===== src/include/lc3b_config.svh =====
`ifndef LC3B_CONFIG_SVH
`define LC3B_CONFIG_SVH

// data and address width.
`define LC3B_WORD_BITS 16

// architectural registers.
`define LC3B_REG_COUNT 8

// result of opcodes that write nothing, easy to spot on a waveform.
`define LC3B_DEBUG_FILL 16'hbbbb

`endif

===== src/lc3b_types.sv =====
`default_nettype none

`include "lc3b_config.svh"

package lc3b_types;

	typedef logic [`LC3B_WORD_BITS-1:0] lc3b_word;
	typedef logic [$clog2(`LC3B_REG_COUNT)-1:0] lc3b_reg;

	// lc-3b opcode field, bits 15:12.
	typedef enum logic [3:0] {
		op_br   = 4'b0000,
		op_add  = 4'b0001,
		op_ldb  = 4'b0010,
		op_stb  = 4'b0011,
		op_jsr  = 4'b0100,
		op_and  = 4'b0101,
		op_ldr  = 4'b0110,
		op_str  = 4'b0111,
		op_x    = 4'b1000,
		op_not  = 4'b1001,
		op_ldi  = 4'b1010,
		op_sti  = 4'b1011,
		op_jmp  = 4'b1100,
		op_shf  = 4'b1101,
		op_lea  = 4'b1110,
		op_trap = 4'b1111
	} lc3b_opcode;

	// decoded instruction, pc is already incremented.
	typedef struct packed {
		logic       valid;
		lc3b_opcode opcode;
		lc3b_word   pc;
		lc3b_reg    dr;
		lc3b_reg    sr1;
		lc3b_reg    sr2;
		lc3b_word   imm;
		logic       imm_mode;
		logic       regwrite;
	} lc3b_ipacket;

	// wishbone classic master outputs.
	typedef struct packed {
		logic                       cyc;
		logic                       stb;
		logic                       we;
		logic [`LC3B_WORD_BITS-2:0] adr;
		lc3b_word                   dat;
		logic [1:0]                 sel;
	} lc3b_wb_req;

	typedef struct packed {
		logic     valid;
		lc3b_reg  dr;
		lc3b_word value;
	} lc3b_retire;

endpackage

`default_nettype wire


===== src/lc3b_backend.sv =====
`default_nettype none

module lc3b_backend (
	input  logic                    clk,
	input  logic                    rst_n,
	input  logic                    issue_valid,
	input  lc3b_types::lc3b_ipacket issue_pkt,
	output logic                    issue_ready,
	output lc3b_types::lc3b_wb_req  wb_req,
	input  logic                    wb_ack,
	input  lc3b_types::lc3b_word    wb_dat_in,
	output lc3b_types::lc3b_retire  retire
);

	lc3b_types::lc3b_ipacket ex_packet;
	lc3b_types::lc3b_ipacket mem_packet;
	lc3b_types::lc3b_ipacket wb_packet;
	lc3b_types::lc3b_word    rf_sr1_data;
	lc3b_types::lc3b_word    rf_sr2_data;
	lc3b_types::lc3b_word    sr1_value;
	lc3b_types::lc3b_word    sr2_value;
	lc3b_types::lc3b_word    mem_alu_data;
	lc3b_types::lc3b_word    mem_addrgen;
	lc3b_types::lc3b_word    mem_store_data;
	lc3b_types::lc3b_word    mem_out;
	lc3b_types::lc3b_word    wb_data;
	lc3b_types::lc3b_word    wb_out;
	logic                    stall;

	assign issue_ready = !stall;

	assign retire = '{
		valid: wb_packet.valid && wb_packet.regwrite,
		dr:    wb_packet.dr,
		value: wb_out
	};

	lc3b_regfile lc3b_regfile_i (
		.clk      (clk),
		.rst_n    (rst_n),
		.sr1      (ex_packet.sr1),
		.sr2      (ex_packet.sr2),
		.sr1_data (rf_sr1_data),
		.sr2_data (rf_sr2_data),
		.retire   (retire)
	);

	forwarding_unit forwarding_unit_i (
		.ex_packet   (ex_packet),
		.mem_packet  (mem_packet),
		.wb_packet   (wb_packet),
		.rf_sr1_data (rf_sr1_data),
		.rf_sr2_data (rf_sr2_data),
		.mem_out     (mem_out),
		.wb_out      (wb_out),
		.sr1_value   (sr1_value),
		.sr2_value   (sr2_value)
	);

	lc3b_execute lc3b_execute_i (
		.clk            (clk),
		.rst_n          (rst_n),
		.stall          (stall),
		.issue_valid    (issue_valid),
		.issue_pkt      (issue_pkt),
		.sr1_value      (sr1_value),
		.sr2_value      (sr2_value),
		.ex_packet      (ex_packet),
		.mem_packet     (mem_packet),
		.mem_alu_data   (mem_alu_data),
		.mem_addrgen    (mem_addrgen),
		.mem_store_data (mem_store_data)
	);

	forwarding_selector forwarding_selector_i (
		.mem_rdata    (wb_dat_in),
		.mem_alu_data (mem_alu_data),
		.mem_addrgen  (mem_addrgen),
		.wb_data      (wb_data),
		.mem_packet   (mem_packet),
		.wb_packet    (wb_packet),
		.mem_out      (mem_out),
		.wb_out       (wb_out)
	);

	lc3b_mem_stage lc3b_mem_stage_i (
		.clk            (clk),
		.rst_n          (rst_n),
		.mem_packet     (mem_packet),
		.mem_addrgen    (mem_addrgen),
		.mem_store_data (mem_store_data),
		.mem_out        (mem_out),
		.wb_req         (wb_req),
		.wb_ack         (wb_ack),
		.stall          (stall),
		.wb_packet      (wb_packet),
		.wb_data        (wb_data)
	);

endmodule

`default_nettype wire


===== src/lc3b_mem_stage.sv =====
`default_nettype none

`include "lc3b_config.svh"

module lc3b_mem_stage (
	input  logic                    clk,
	input  logic                    rst_n,
	input  lc3b_types::lc3b_ipacket mem_packet,
	input  lc3b_types::lc3b_word    mem_addrgen,
	input  lc3b_types::lc3b_word    mem_store_data,
	input  lc3b_types::lc3b_word    mem_out,
	output lc3b_types::lc3b_wb_req  wb_req,
	input  logic                    wb_ack,
	output logic                    stall,
	output lc3b_types::lc3b_ipacket wb_packet,
	output lc3b_types::lc3b_word    wb_data
);

	typedef enum logic {s_idle, s_bus} state_t;

	state_t                     state;
	logic                       pending;
	logic                       is_store;
	logic                       we_hold;
	logic [`LC3B_WORD_BITS-2:0] adr_hold;
	lc3b_types::lc3b_word       dat_hold;

	assign is_store = (mem_packet.opcode == lc3b_types::op_str);
	assign pending  = mem_packet.valid &&
		((mem_packet.opcode == lc3b_types::op_ldr) || is_store);

	// cycle opens combinationally, then runs from the held copy.
	always_ff @(posedge clk or negedge rst_n) begin
		if (!rst_n) begin
			state <= s_idle;
		end else if (state == s_idle) begin
			if (pending && !wb_ack) begin
				state <= s_bus;
			end
		end else if (wb_ack) begin
			state <= s_idle;
		end
	end

	always_ff @(posedge clk) begin
		if (state == s_idle) begin
			we_hold  <= is_store;
			adr_hold <= mem_addrgen[`LC3B_WORD_BITS-1:1];
			dat_hold <= mem_store_data;
		end
	end

	always_comb begin
		wb_req.cyc = (state == s_bus) || pending;
		wb_req.stb = wb_req.cyc;
		wb_req.we  = (state == s_bus) ? we_hold : is_store;
		wb_req.adr = (state == s_bus) ? adr_hold : mem_addrgen[`LC3B_WORD_BITS-1:1];
		wb_req.dat = (state == s_bus) ? dat_hold : mem_store_data;
		wb_req.sel = 2'b11;
	end

	assign stall = wb_req.cyc && !wb_ack;

	// bubble on stall so no write repeats.
	always_ff @(posedge clk or negedge rst_n) begin
		if (!rst_n) begin
			wb_packet <= '0;
		end else if (stall) begin
			wb_packet.valid <= 1'b0;
		end else begin
			wb_packet <= mem_packet;
		end
	end

	always_ff @(posedge clk) begin
		if (!stall) begin
			wb_data <= mem_out;
		end
	end

endmodule

`default_nettype wire


===== src/lc3b_execute.sv =====
`default_nettype none

module lc3b_execute (
	input  logic                    clk,
	input  logic                    rst_n,
	input  logic                    stall,
	input  logic                    issue_valid,
	input  lc3b_types::lc3b_ipacket issue_pkt,
	input  lc3b_types::lc3b_word    sr1_value,
	input  lc3b_types::lc3b_word    sr2_value,
	output lc3b_types::lc3b_ipacket ex_packet,
	output lc3b_types::lc3b_ipacket mem_packet,
	output lc3b_types::lc3b_word    mem_alu_data,
	output lc3b_types::lc3b_word    mem_addrgen,
	output lc3b_types::lc3b_word    mem_store_data
);

	lc3b_types::lc3b_word operand_b;
	lc3b_types::lc3b_word alu_result;
	lc3b_types::lc3b_word addr_base;
	lc3b_types::lc3b_word addr_result;

	// execute register.
	always_ff @(posedge clk or negedge rst_n) begin
		if (!rst_n) begin
			ex_packet <= '0;
		end else if (!stall) begin
			ex_packet       <= issue_pkt;
			ex_packet.valid <= issue_valid;
		end
	end

	assign operand_b = ex_packet.imm_mode ? ex_packet.imm : sr2_value;

	always_comb begin
		case (ex_packet.opcode)
			lc3b_types::op_add: alu_result = sr1_value + operand_b;
			lc3b_types::op_and: alu_result = sr1_value & operand_b;
			lc3b_types::op_not: alu_result = ~sr1_value;
			default:            alu_result = sr1_value;
		endcase
	end

	// lea is pc relative, ldr and str are base plus offset.
	assign addr_base   = (ex_packet.opcode == lc3b_types::op_lea) ? ex_packet.pc : sr1_value;
	assign addr_result = addr_base + ex_packet.imm;

	always_ff @(posedge clk or negedge rst_n) begin
		if (!rst_n) begin
			mem_packet <= '0;
		end else if (!stall) begin
			mem_packet <= ex_packet;
		end
	end

	// payload of the memory-stage register.
	// store source travels in the sr2 field.
	always_ff @(posedge clk) begin
		if (!stall) begin
			mem_alu_data   <= alu_result;
			mem_addrgen    <= addr_result;
			mem_store_data <= sr2_value;
		end
	end

endmodule

`default_nettype wire


===== src/lc3b_regfile.sv =====
`default_nettype none

`include "lc3b_config.svh"

module lc3b_regfile (
	input  logic                   clk,
	input  logic                   rst_n,
	input  lc3b_types::lc3b_reg    sr1,
	input  lc3b_types::lc3b_reg    sr2,
	output lc3b_types::lc3b_word   sr1_data,
	output lc3b_types::lc3b_word   sr2_data,
	input  lc3b_types::lc3b_retire retire
);

	lc3b_types::lc3b_word regs [`LC3B_REG_COUNT];

	always_ff @(posedge clk or negedge rst_n) begin
		if (!rst_n) begin
			for (int i = 0; i < `LC3B_REG_COUNT; i++) begin
				regs[i] <= '0;
			end
		end else if (retire.valid) begin
			regs[retire.dr] <= retire.value;
		end
	end

	// no bypass, writeback forwarding covers it.
	assign sr1_data = regs[sr1];
	assign sr2_data = regs[sr2];

endmodule

`default_nettype wire


===== src/forwarding_unit.sv =====
`default_nettype none

module forwarding_unit (
	input  lc3b_types::lc3b_ipacket ex_packet,
	input  lc3b_types::lc3b_ipacket mem_packet,
	input  lc3b_types::lc3b_ipacket wb_packet,
	input  lc3b_types::lc3b_word    rf_sr1_data,
	input  lc3b_types::lc3b_word    rf_sr2_data,
	input  lc3b_types::lc3b_word    mem_out,
	input  lc3b_types::lc3b_word    wb_out,
	output lc3b_types::lc3b_word    sr1_value,
	output lc3b_types::lc3b_word    sr2_value
);

	logic mem_writes;
	logic wb_writes;

	assign mem_writes = mem_packet.valid && mem_packet.regwrite;
	assign wb_writes  = wb_packet.valid && wb_packet.regwrite;

	// memory stage is younger, so it wins.
	always_comb begin
		if (mem_writes && (mem_packet.dr == ex_packet.sr1)) begin
			sr1_value = mem_out;
		end else if (wb_writes && (wb_packet.dr == ex_packet.sr1)) begin
			sr1_value = wb_out;
		end else begin
			sr1_value = rf_sr1_data;
		end
	end

	always_comb begin
		if (mem_writes && (mem_packet.dr == ex_packet.sr2)) begin
			sr2_value = mem_out;
		end else if (wb_writes && (wb_packet.dr == ex_packet.sr2)) begin
			sr2_value = wb_out;
		end else begin
			sr2_value = rf_sr2_data;
		end
	end

endmodule

`default_nettype wire


===== src/forwarding_selector.sv =====
`default_nettype none

`include "lc3b_config.svh"

module forwarding_selector (
	input  lc3b_types::lc3b_word    mem_rdata,
	input  lc3b_types::lc3b_word    mem_alu_data,
	input  lc3b_types::lc3b_word    mem_addrgen,
	input  lc3b_types::lc3b_word    wb_data,
	input  lc3b_types::lc3b_ipacket mem_packet,
	input  lc3b_types::lc3b_ipacket wb_packet,
	output lc3b_types::lc3b_word    mem_out,
	output lc3b_types::lc3b_word    wb_out
);

	// value the memory-stage instruction will write.
	always_comb begin
		case (mem_packet.opcode)
			lc3b_types::op_add,
			lc3b_types::op_and,
			lc3b_types::op_not,
			lc3b_types::op_x,
			lc3b_types::op_shf: begin
				mem_out = mem_alu_data;
			end
			lc3b_types::op_ldb,
			lc3b_types::op_ldi,
			lc3b_types::op_ldr,
			lc3b_types::op_stb,
			lc3b_types::op_sti,
			lc3b_types::op_str: begin
				mem_out = mem_rdata;
			end
			lc3b_types::op_lea: begin
				mem_out = mem_addrgen;
			end
			lc3b_types::op_jsr,
			lc3b_types::op_trap: begin
				mem_out = mem_packet.pc;
			end
			default: begin
				// br and jmp land here.
				mem_out = `LC3B_DEBUG_FILL;
			end
		endcase
	end

	// writeback data was already chosen one stage earlier.
	always_comb begin
		case (wb_packet.opcode)
			lc3b_types::op_jsr,
			lc3b_types::op_trap: begin
				wb_out = wb_packet.pc;
			end
			default: begin
				wb_out = wb_data;
			end
		endcase
	end

endmodule

`default_nettype wire


===== config.mk =====
export PLATFORM = sky130hd
export DESIGN_NAME = lc3b_backend
export DESIGN_NICKNAME = d
export VERILOG_FILES = /design/src/lc3b_types.sv /design/src/lc3b_backend.sv /design/src/lc3b_mem_stage.sv /design/src/lc3b_execute.sv /design/src/lc3b_regfile.sv /design/src/forwarding_unit.sv /design/src/forwarding_selector.sv
export VERILOG_INCLUDE_DIRS = /design/src /design/src/include
export SDC_FILE = /design/constraint.sdc
export NUM_CORES = 1
export LEC_CHECK = 0
export BUFFER_PORTS_ARGS = -buffer_cell sky130_fd_sc_hd__clkbuf_2
export CAP_MARGIN = 5
export CORE_MARGIN = 2
export CORE_UTILIZATION = 31
export DETAILED_ROUTE_END_ITERATION = 16
export PLACE_DENSITY = 0.52
export SYNTH_ARGS = -nofsm -noshare
export SYNTH_HDL_FRONTEND = slang
export SYNTH_SLANG_ARGS = --single-unit

===== constraint.sdc =====
create_clock -name clk -period 4.5 [get_ports clk]
set_clock_uncertainty 0.1 [all_clocks]
set_input_delay 0.45 -clock clk [delete_from_list [all_inputs] [get_ports clk]]
set_output_delay 0.45 -clock clk [all_outputs]
set_load 0.01 [all_outputs]

* Word level (Yosys, flattened, before mapping) *
Cells that the tools add are included.

cells by class
  bitwise logic cells = 5
  eq/ne operators = 24
  $lt $le $gt $ge = 4
  reduce and logical (&&, ||, !) cells = 18
  add/sub/neg operators = 2
  multiplexer cells = 25

operators by type and width
  kind                                                                          number
  16-bit 2-to-1 mux                                                             13
  128-bit bitwise mux                                                           1
  16-bit binary-select mux with 3-bit select                                    2
  16-bit case mux with 4 select lines                                           1
  16-bit demux with 3-bit select                                                1
  16-bit case mux with 3 select lines                                           1
  4-bit equality test, second input constant                                    10
  16-bit adder                                                                  2
  4-bit by 3-bit equality test with 1-bit output, second input constant         6
  16-bit AND                                                                    1
  16-bit NOT                                                                    1
  15-bit 2-to-1 mux                                                             1
  3-bit equality test                                                           4
  4-bit >= comparator, second input constant                                    3
  3-bit NOT with 4-bit output                                                   3
  1-bit logical AND                                                             10
  4-bit by 1-bit equality test with 1-bit output, second input constant         2
  4-bit by 2-bit equality test with 1-bit output, second input constant         2
  6-bit OR reduction                                                            1
  1-bit 2-to-1 mux                                                              5
  5-bit OR reduction                                                            1
  4-bit by 1-bit less-than comparator with 1-bit output, second input constant  1
  2-bit OR reduction                                                            2
  1-bit zero test                                                               2
  1-bit logical OR                                                              2

storage, ports and cells
  logic and storage cells = 113
  bits in registers = 323
  input port bits = 68
  output and inout port bits = 57

* Depth between registers and ports, before layout *
  depth after elaboration = 9
  mapped depth = 19
  depth with buffers taken out = 17

* Hierarchy *
A second synthesis with hierarchy kept.

second synthesis, totals
  cells, all modules = 1,486
  area total of the unflattened synthesis = 19,912.8 um^2

modules (own cells, without submodules)
  module               cells each  area each (um^2)  sequential area each (um^2)  instances
  lc3b_execute         583         7,382.1           3,843.7                      1
  lc3b_regfile         393         7,000.5           3,203.1                      1
  lc3b_mem_stage       203         3,394.5           2,347.3                      1
  forwarding_selector  183         1,292.5           0.0                          1
  forwarding_unit      122         833.3             0.0                          1
  lc3b_backend         2           10.0              0.0                          1

* Worst setup path before layout *
No wires, ideal clock.

  path kind = reg-to-reg
  start = register, netlist name lc3b_execute_i.ex_packet[18]
  end = register lc3b_execute_i.mem_alu_data[11], data pin
  data required time = 4.141 ns
  period minus slack after synthesis = 4.062 ns
  cell stages (with the launch flop) = 16
  path buffers = 2
  data arrival time = 3.703 ns
  setup time = 0.259 ns
  slack = 0.438 ns
  cell sequence = dfrtp_1 > buf_2 > buf_2 > mux4_2 > a211oi_1 > a211oi_1 > a21o_1 > mux2_2 > ha_1 > o21a_1 > a211oi_1 > o21bai_1 > a31oi_1 > xor2_1 > nor3_1 > a211o_1

on the way
  longest elaborated chain between the ends = 9
  elaborated cells between the ends (all ways) = 14
  those cells by class = add/sub: 1; eq/ne: 2; mux: 7; bitwise: 2; reduce/logical: 2

RTL lines
  item                                                  line                   text
  3-bit NOT with 4-bit output (implied by the code)     lc3b_regfile.sv:29     assign sr2_data = regs[sr2];
  16-bit binary-select mux with 3-bit select            lc3b_regfile.sv:29
  16-bit 2-to-1 mux (implied by the code) (2 in a row)  lc3b_regfile.sv:29
  16-bit 2-to-1 mux                                     forwarding_unit.sv:35  end else if (wb_writes && (wb_packet.dr == ex_packet.sr2)) begin
  16-bit 2-to-1 mux (*)                                 forwarding_unit.sv:33  if (mem_writes && (mem_packet.dr == ex_packet.sr2)) begin
  named net forwarding_unit_i.sr2_value[2]              forwarding_unit.sv:12  output lc3b_types::lc3b_word sr2_value
  16-bit 2-to-1 mux (*)                                 lc3b_execute.sv:33     assign operand_b = ex_packet.imm_mode ? ex_packet.imm : sr2_value;
  16-bit adder (*)                                      lc3b_execute.sv:37     lc3b_types::op_add: alu_result = sr1_value + operand_b;
  16-bit case mux with 3 select lines (*)               lc3b_execute.sv:36     case (ex_packet.opcode)
  named net lc3b_execute_i.alu_result[11]               lc3b_execute.sv:19     lc3b_types::lc3b_word alu_result;
  end signal: assignment                                lc3b_execute.sv:60     mem_alu_data <= alu_result;
  end: declaration                                      lc3b_execute.sv:13     output lc3b_types::lc3b_word mem_alu_data,

Mark *: on every way through the listed nets, which the timed path passes. The rest lies on a longest branch. The select of a mux whose other input is x is not followed.
A chain may end at the register's enable or synchronous reset.

* Final worst setup path *
  start = register, netlist name lc3b_execute_i.ex_packet[21]
  end = register lc3b_execute_i.mem_addrgen[14], data pin

on the way
  longest elaborated chain between the ends = 8
  elaborated cells between the ends (all ways) = 12
  those cells by class = add/sub: 1; eq/ne: 2; mux: 6; bitwise: 1; reduce/logical: 2

RTL lines
  item                                                  line                   text
  3-bit NOT with 4-bit output (implied by the code)     lc3b_regfile.sv:28     assign sr1_data = regs[sr1];
  16-bit binary-select mux with 3-bit select            lc3b_regfile.sv:28
  16-bit 2-to-1 mux (implied by the code) (2 in a row)  lc3b_regfile.sv:28
  16-bit 2-to-1 mux                                     forwarding_unit.sv:25  end else if (wb_writes && (wb_packet.dr == ex_packet.sr1)) begin
  16-bit 2-to-1 mux (*)                                 forwarding_unit.sv:23  if (mem_writes && (mem_packet.dr == ex_packet.sr1)) begin
  16-bit 2-to-1 mux (*)                                 lc3b_execute.sv:45     assign addr_base = (ex_packet.opcode == lc3b_types::op_lea) ? ex_packet.pc : sr1_value;
  16-bit adder (*)                                      lc3b_execute.sv:46     assign addr_result = addr_base + ex_packet.imm;
  named net lc3b_execute_i.addr_result[14]              lc3b_execute.sv:21     lc3b_types::lc3b_word addr_result;
  end signal: assignment                                lc3b_execute.sv:61     mem_addrgen <= addr_result;
  end: declaration                                      lc3b_execute.sv:14     output lc3b_types::lc3b_word mem_addrgen,

Marks and branches as above.

==> results.md <==
- Row cnt: 87
- Core area: 56,100 µm²
- Final cell area excluding filler cells: 21,100 µm²
- CP Data Arrival Time: 4680 ps
- Startpoint Class: register
- Area growth from synthesis to layout: 20.6%
- CP max stage delay: 490 ps
- Internal power: 8.59 mW
- Post-Syn Area per Cell: 11.3 µm²
- Worst slew pin tran: 1020 ps
- Root buf cell: clkbuf_16
- Net Sw Power: 5.00 mW
- Tot Pwr: 13.6 mW
- Min cycle time layout: 4380 ps
- Max Root-Sink Buffers: 3
- Chip Height: 242 µm
- Number of CTS-inserted buffers: 38
- Final #Nets: 1,849
- DRT Pass-1 Iters: 5
- # IOs: 125
- Final Cycle Share: 0.972
- Max_slew headroom: 0.318
- Worst skew pair latency: 560 ps
- Antenna violations before repair: 0
- CP top delay family: compound AO/OA/AOI/OAI gates
- Total placed cells including tap cells: 2,456
- Number of synthesized register bits: 323
- Diode count: 0
- Cells along the critical path: buf_4 > xor2_1 > nor4_2 > buf_4 > buf_4 > a211oi_1 > a211oi_1 > buf_4 > a21oi_2 > a21oi_1 > ha_1 > a21o_1 > a21o_1 > a21oi_1 > o21ai_1 > a221o_1 > or4_1 > nand3_1
- Post-Synthesis Cells: 1,544
- Highest Clock Rate: 229 MHz
- Buffers on Ports: 121
- CP Class: register to register
- CTS tree: built
- Grt ovf: 0
- DR DRC count: 0
- DRT iter0 DRCs: 852
- H-tree levels: 2
- LEAKAGE: 9.04 nW
- Maximum VDD drop: 281 µV
- Flop pwr share: 0.358
- Nature of the critical path endpoint: register
- Gp weighted congestion: 0.856
- MaxCap Viol Count: 0
- Final setup vio count: 0
- Combinational share of power: 0.433
- Post-Synthesis Cell Area: 17,500 µm²
- First-pass GRT wire length: 80,800 µm
- Cell variety after synth: 80
- Post-synth EDFFs: 64
- GRT Total Usage: 0.179
- Share of cells above drive strength 1: 0.351
- Non-filler instance count after layout: 2,531
- Horiz. Die Dim: 242 µm
- Async S/R FF share, synth: 0.703
- Worst-path clk slew: 60 ps
- Clock net sink count: 323
- DP Wirelength: 38,400 µm
- Final slew viol count: 0
- Status: finished clean
- Post-route ant nets: 0
- Worst Hold Class: input port to register
- Hold Vio Cnt, Final: 0
- Dpl cell area: 19,800 µm²
- Via count: 13.1k
- Vias in the first global route: 13.3k
- CP max FO: 11
- Yosys warns: 0
- Post-synthesis sequential area ratio: 0.471
- Required time at the worst-slack endpoint: 4810 ps
- Largest net degree at the start of global routing: 128
- Buf+Inv Stages, Crit Path: 4
- Clk pwr share: 0.209
- DR vias/cell: 5.18
- Slowest cell on the critical path: dfrtp_2
- Starting Density: 0.312
- Routed length per instance: 21.0 µm
- Hold_ws: 31.1 ps
- Top FF cell, synth: dfrtp_1
- Net Sw Frac: 0.368
- Power Density: 644 nW/µm²
- Drt total wl: 53,000 µm
- Most frequent CP cell: buf_4
- Die area: 58,400 µm²
cells in the mapped netlist (8+ instances only):
cell        n  area (µm²)
nor3b_1    16         120
dfxtp_1    32         641
o21a_1      8        60.1
o21ai_0   157         786
o22ai_1    10        62.6
mux4_2     64        1440
xnor2_1    16         140
a21o_1     15         113
inv_2      13        48.8
nand2b_1    8        50.1
mux2_2    157        1770
o21ai_1    15        75.1
nor2_1     65         244
a211oi_1   28         210
buf_4      10        75.1
buf_2      23         115
edfxtp_1   64        1920
a21oi_1    74         370
o211ai_1   12        90.1
clkbuf_1   72         270
inv_1      32         120
nor2b_1    18         113
o221ai_1    8        70.1
and4b_1     8        80.1
mux2i_1    32         320
xor2_1     18         158
dfrtp_1   227        5680
ha_1       31         388
nand2_1   186         698
nand3_1    10        50.1
o221ai_2   11         165
path summary, 6_finish.rpt:
| kind | start | to | slack, ps | depth (start not counted) |
|---|---|---|---|---|
| max in group asynchronous | rst_n | lc3b_execute_i.ex_packet[16] | 2760 | 3 |
| worst max register to register | lc3b_execute_i.ex_packet[21] | lc3b_execute_i.mem_addrgen[14] | 120 | 18 |
| worst min-delay path | issue_pkt[11] | lc3b_execute_i.ex_packet[11] | 30 | 2 |
| worst max-delay path | lc3b_execute_i.ex_packet[21] | lc3b_execute_i.mem_addrgen[14] | 120 | 18 |
| worst min register to register | lc3b_mem_stage_i.adr_hold[14] | lc3b_mem_stage_i.adr_hold[14] | 370 | 1 |
| min in group asynchronous | rst_n | lc3b_regfile_i.regs[54] | 510 | 2 |
power by group through the flow:
stage	registers, mW	logic (mW)	clock network (mW)
5_1_grt	5.00	6.42	3.03
4_1_cts	4.87	5.77	2.91
6_report	4.87	5.89	2.83
3_3_place_gp	4.86	5.64	0
2_1_floorplan	4.62	3.76	0
3_5_place_dp	4.91	5.72	0
metrics by stage:
stage	util	setup TNS (ps)	setup WS (ps)
6_report	0.376	0	124
5_1_grt	0.376	-12.0	-12.0
4_1_cts	0.374	0	2.14
3_5_place_dp	0.353	0	32.2
3_3_place_gp	0.353	0	31.7
2_1_floorplan	-	0	438
state kept, by name (all words and copies together), names as in the netlist:
| name | flops |
|---|---|
| lc3b_execute_i.mem_store_data | 16 |
| lc3b_execute_i.mem_packet | 25 |
| lc3b_execute_i.mem_alu_data | 16 |
| lc3b_mem_stage_i.dat_hold | 16 |
| lc3b_execute_i.mem_addrgen | 16 |
| lc3b_execute_i.ex_packet | 48 |
| lc3b_regfile_i.regs | 128 |
| lc3b_mem_stage_i.wb_packet | 25 |
| lc3b_mem_stage_i.state | 1 |
| lc3b_mem_stage_i.adr_hold | 15 |
| lc3b_mem_stage_i.wb_data | 16 |
| lc3b_mem_stage_i.we_hold | 1 |
repair_timing:
action                                  CTS  global route
resized for setup                         2            33
hold buffers                              4             0
pin swaps                                 0             7
endpoints found under the hold margin    91             0
buffers inserted                          0             4
endpoints found under the setup margin    2            15
cell families (layout without fill, tap and decap cells):
kind of cell / count (synthesis) / in the layout / synth area share
DFF: 323 / 323 / 0.471
adders and majority gates: 33 / 33 / 0.0244
and+or+nand+nor: 347 / 347 / 0.0932
muxes: 255 / 255 / 0.204
xor gates and xnor gates: 35 / 35 / 0.0179
buffers and inverters: 159 / 389 / 0.0396
AOI/OAI and AO/OA: 391 / 391 / 0.150
other: 1 / 2 / 0.000214
cell usage in the layout, fill, tap and decap left out, types with 15 or more instances in the layout:
cell type / netlist / layout
a211oi_1: 28 / 24
a21o_1: 15 / 15
a21oi_1: 74 / 70
buf_4: 10 / 145
clkbuf_1: 72 / 18
clkbuf_16: 0 / 38
clkbuf_2: 0 / 120
dfrtp_1: 227 / 224
dfxtp_1: 32 / 32
edfxtp_1: 64 / 64
ha_1: 31 / 30
inv_1: 32 / 31
mux2_2: 157 / 157
mux2i_1: 32 / 32
mux4_2: 64 / 64
nand2_1: 186 / 186
nor2_1: 65 / 62
nor2b_1: 18 / 18
nor3b_1: 16 / 16
o21ai_0: 157 / 150
o21ai_1: 15 / 20
xnor2_1: 16 / 16
xor2_1: 18 / 18
layout make-up:
cell class / instances / area (µm²)
inverter: 45 / 169
clock inverter: 10 / 75.1
sequential: 323 / 8250
timing repair buffer: 277 / 1880
multi-input combinational: 1063 / 8760
tap: 756 / 946
fill: 5494 / 35000
clock buffer: 57 / 1030
metal layers:
metal  share of wire  GRT usage  up-vias  routed length (µm)
met5               0          0        -                   0
met4           0.037     0.0756        0                1960
met3           0.044     0.0251       90                2310
met2            0.47      0.286      325               24900
met1            0.45      0.243     6604               23900
li1                -          -     6082                   -
No activity file was read; power rests on OpenSTA's default activity.
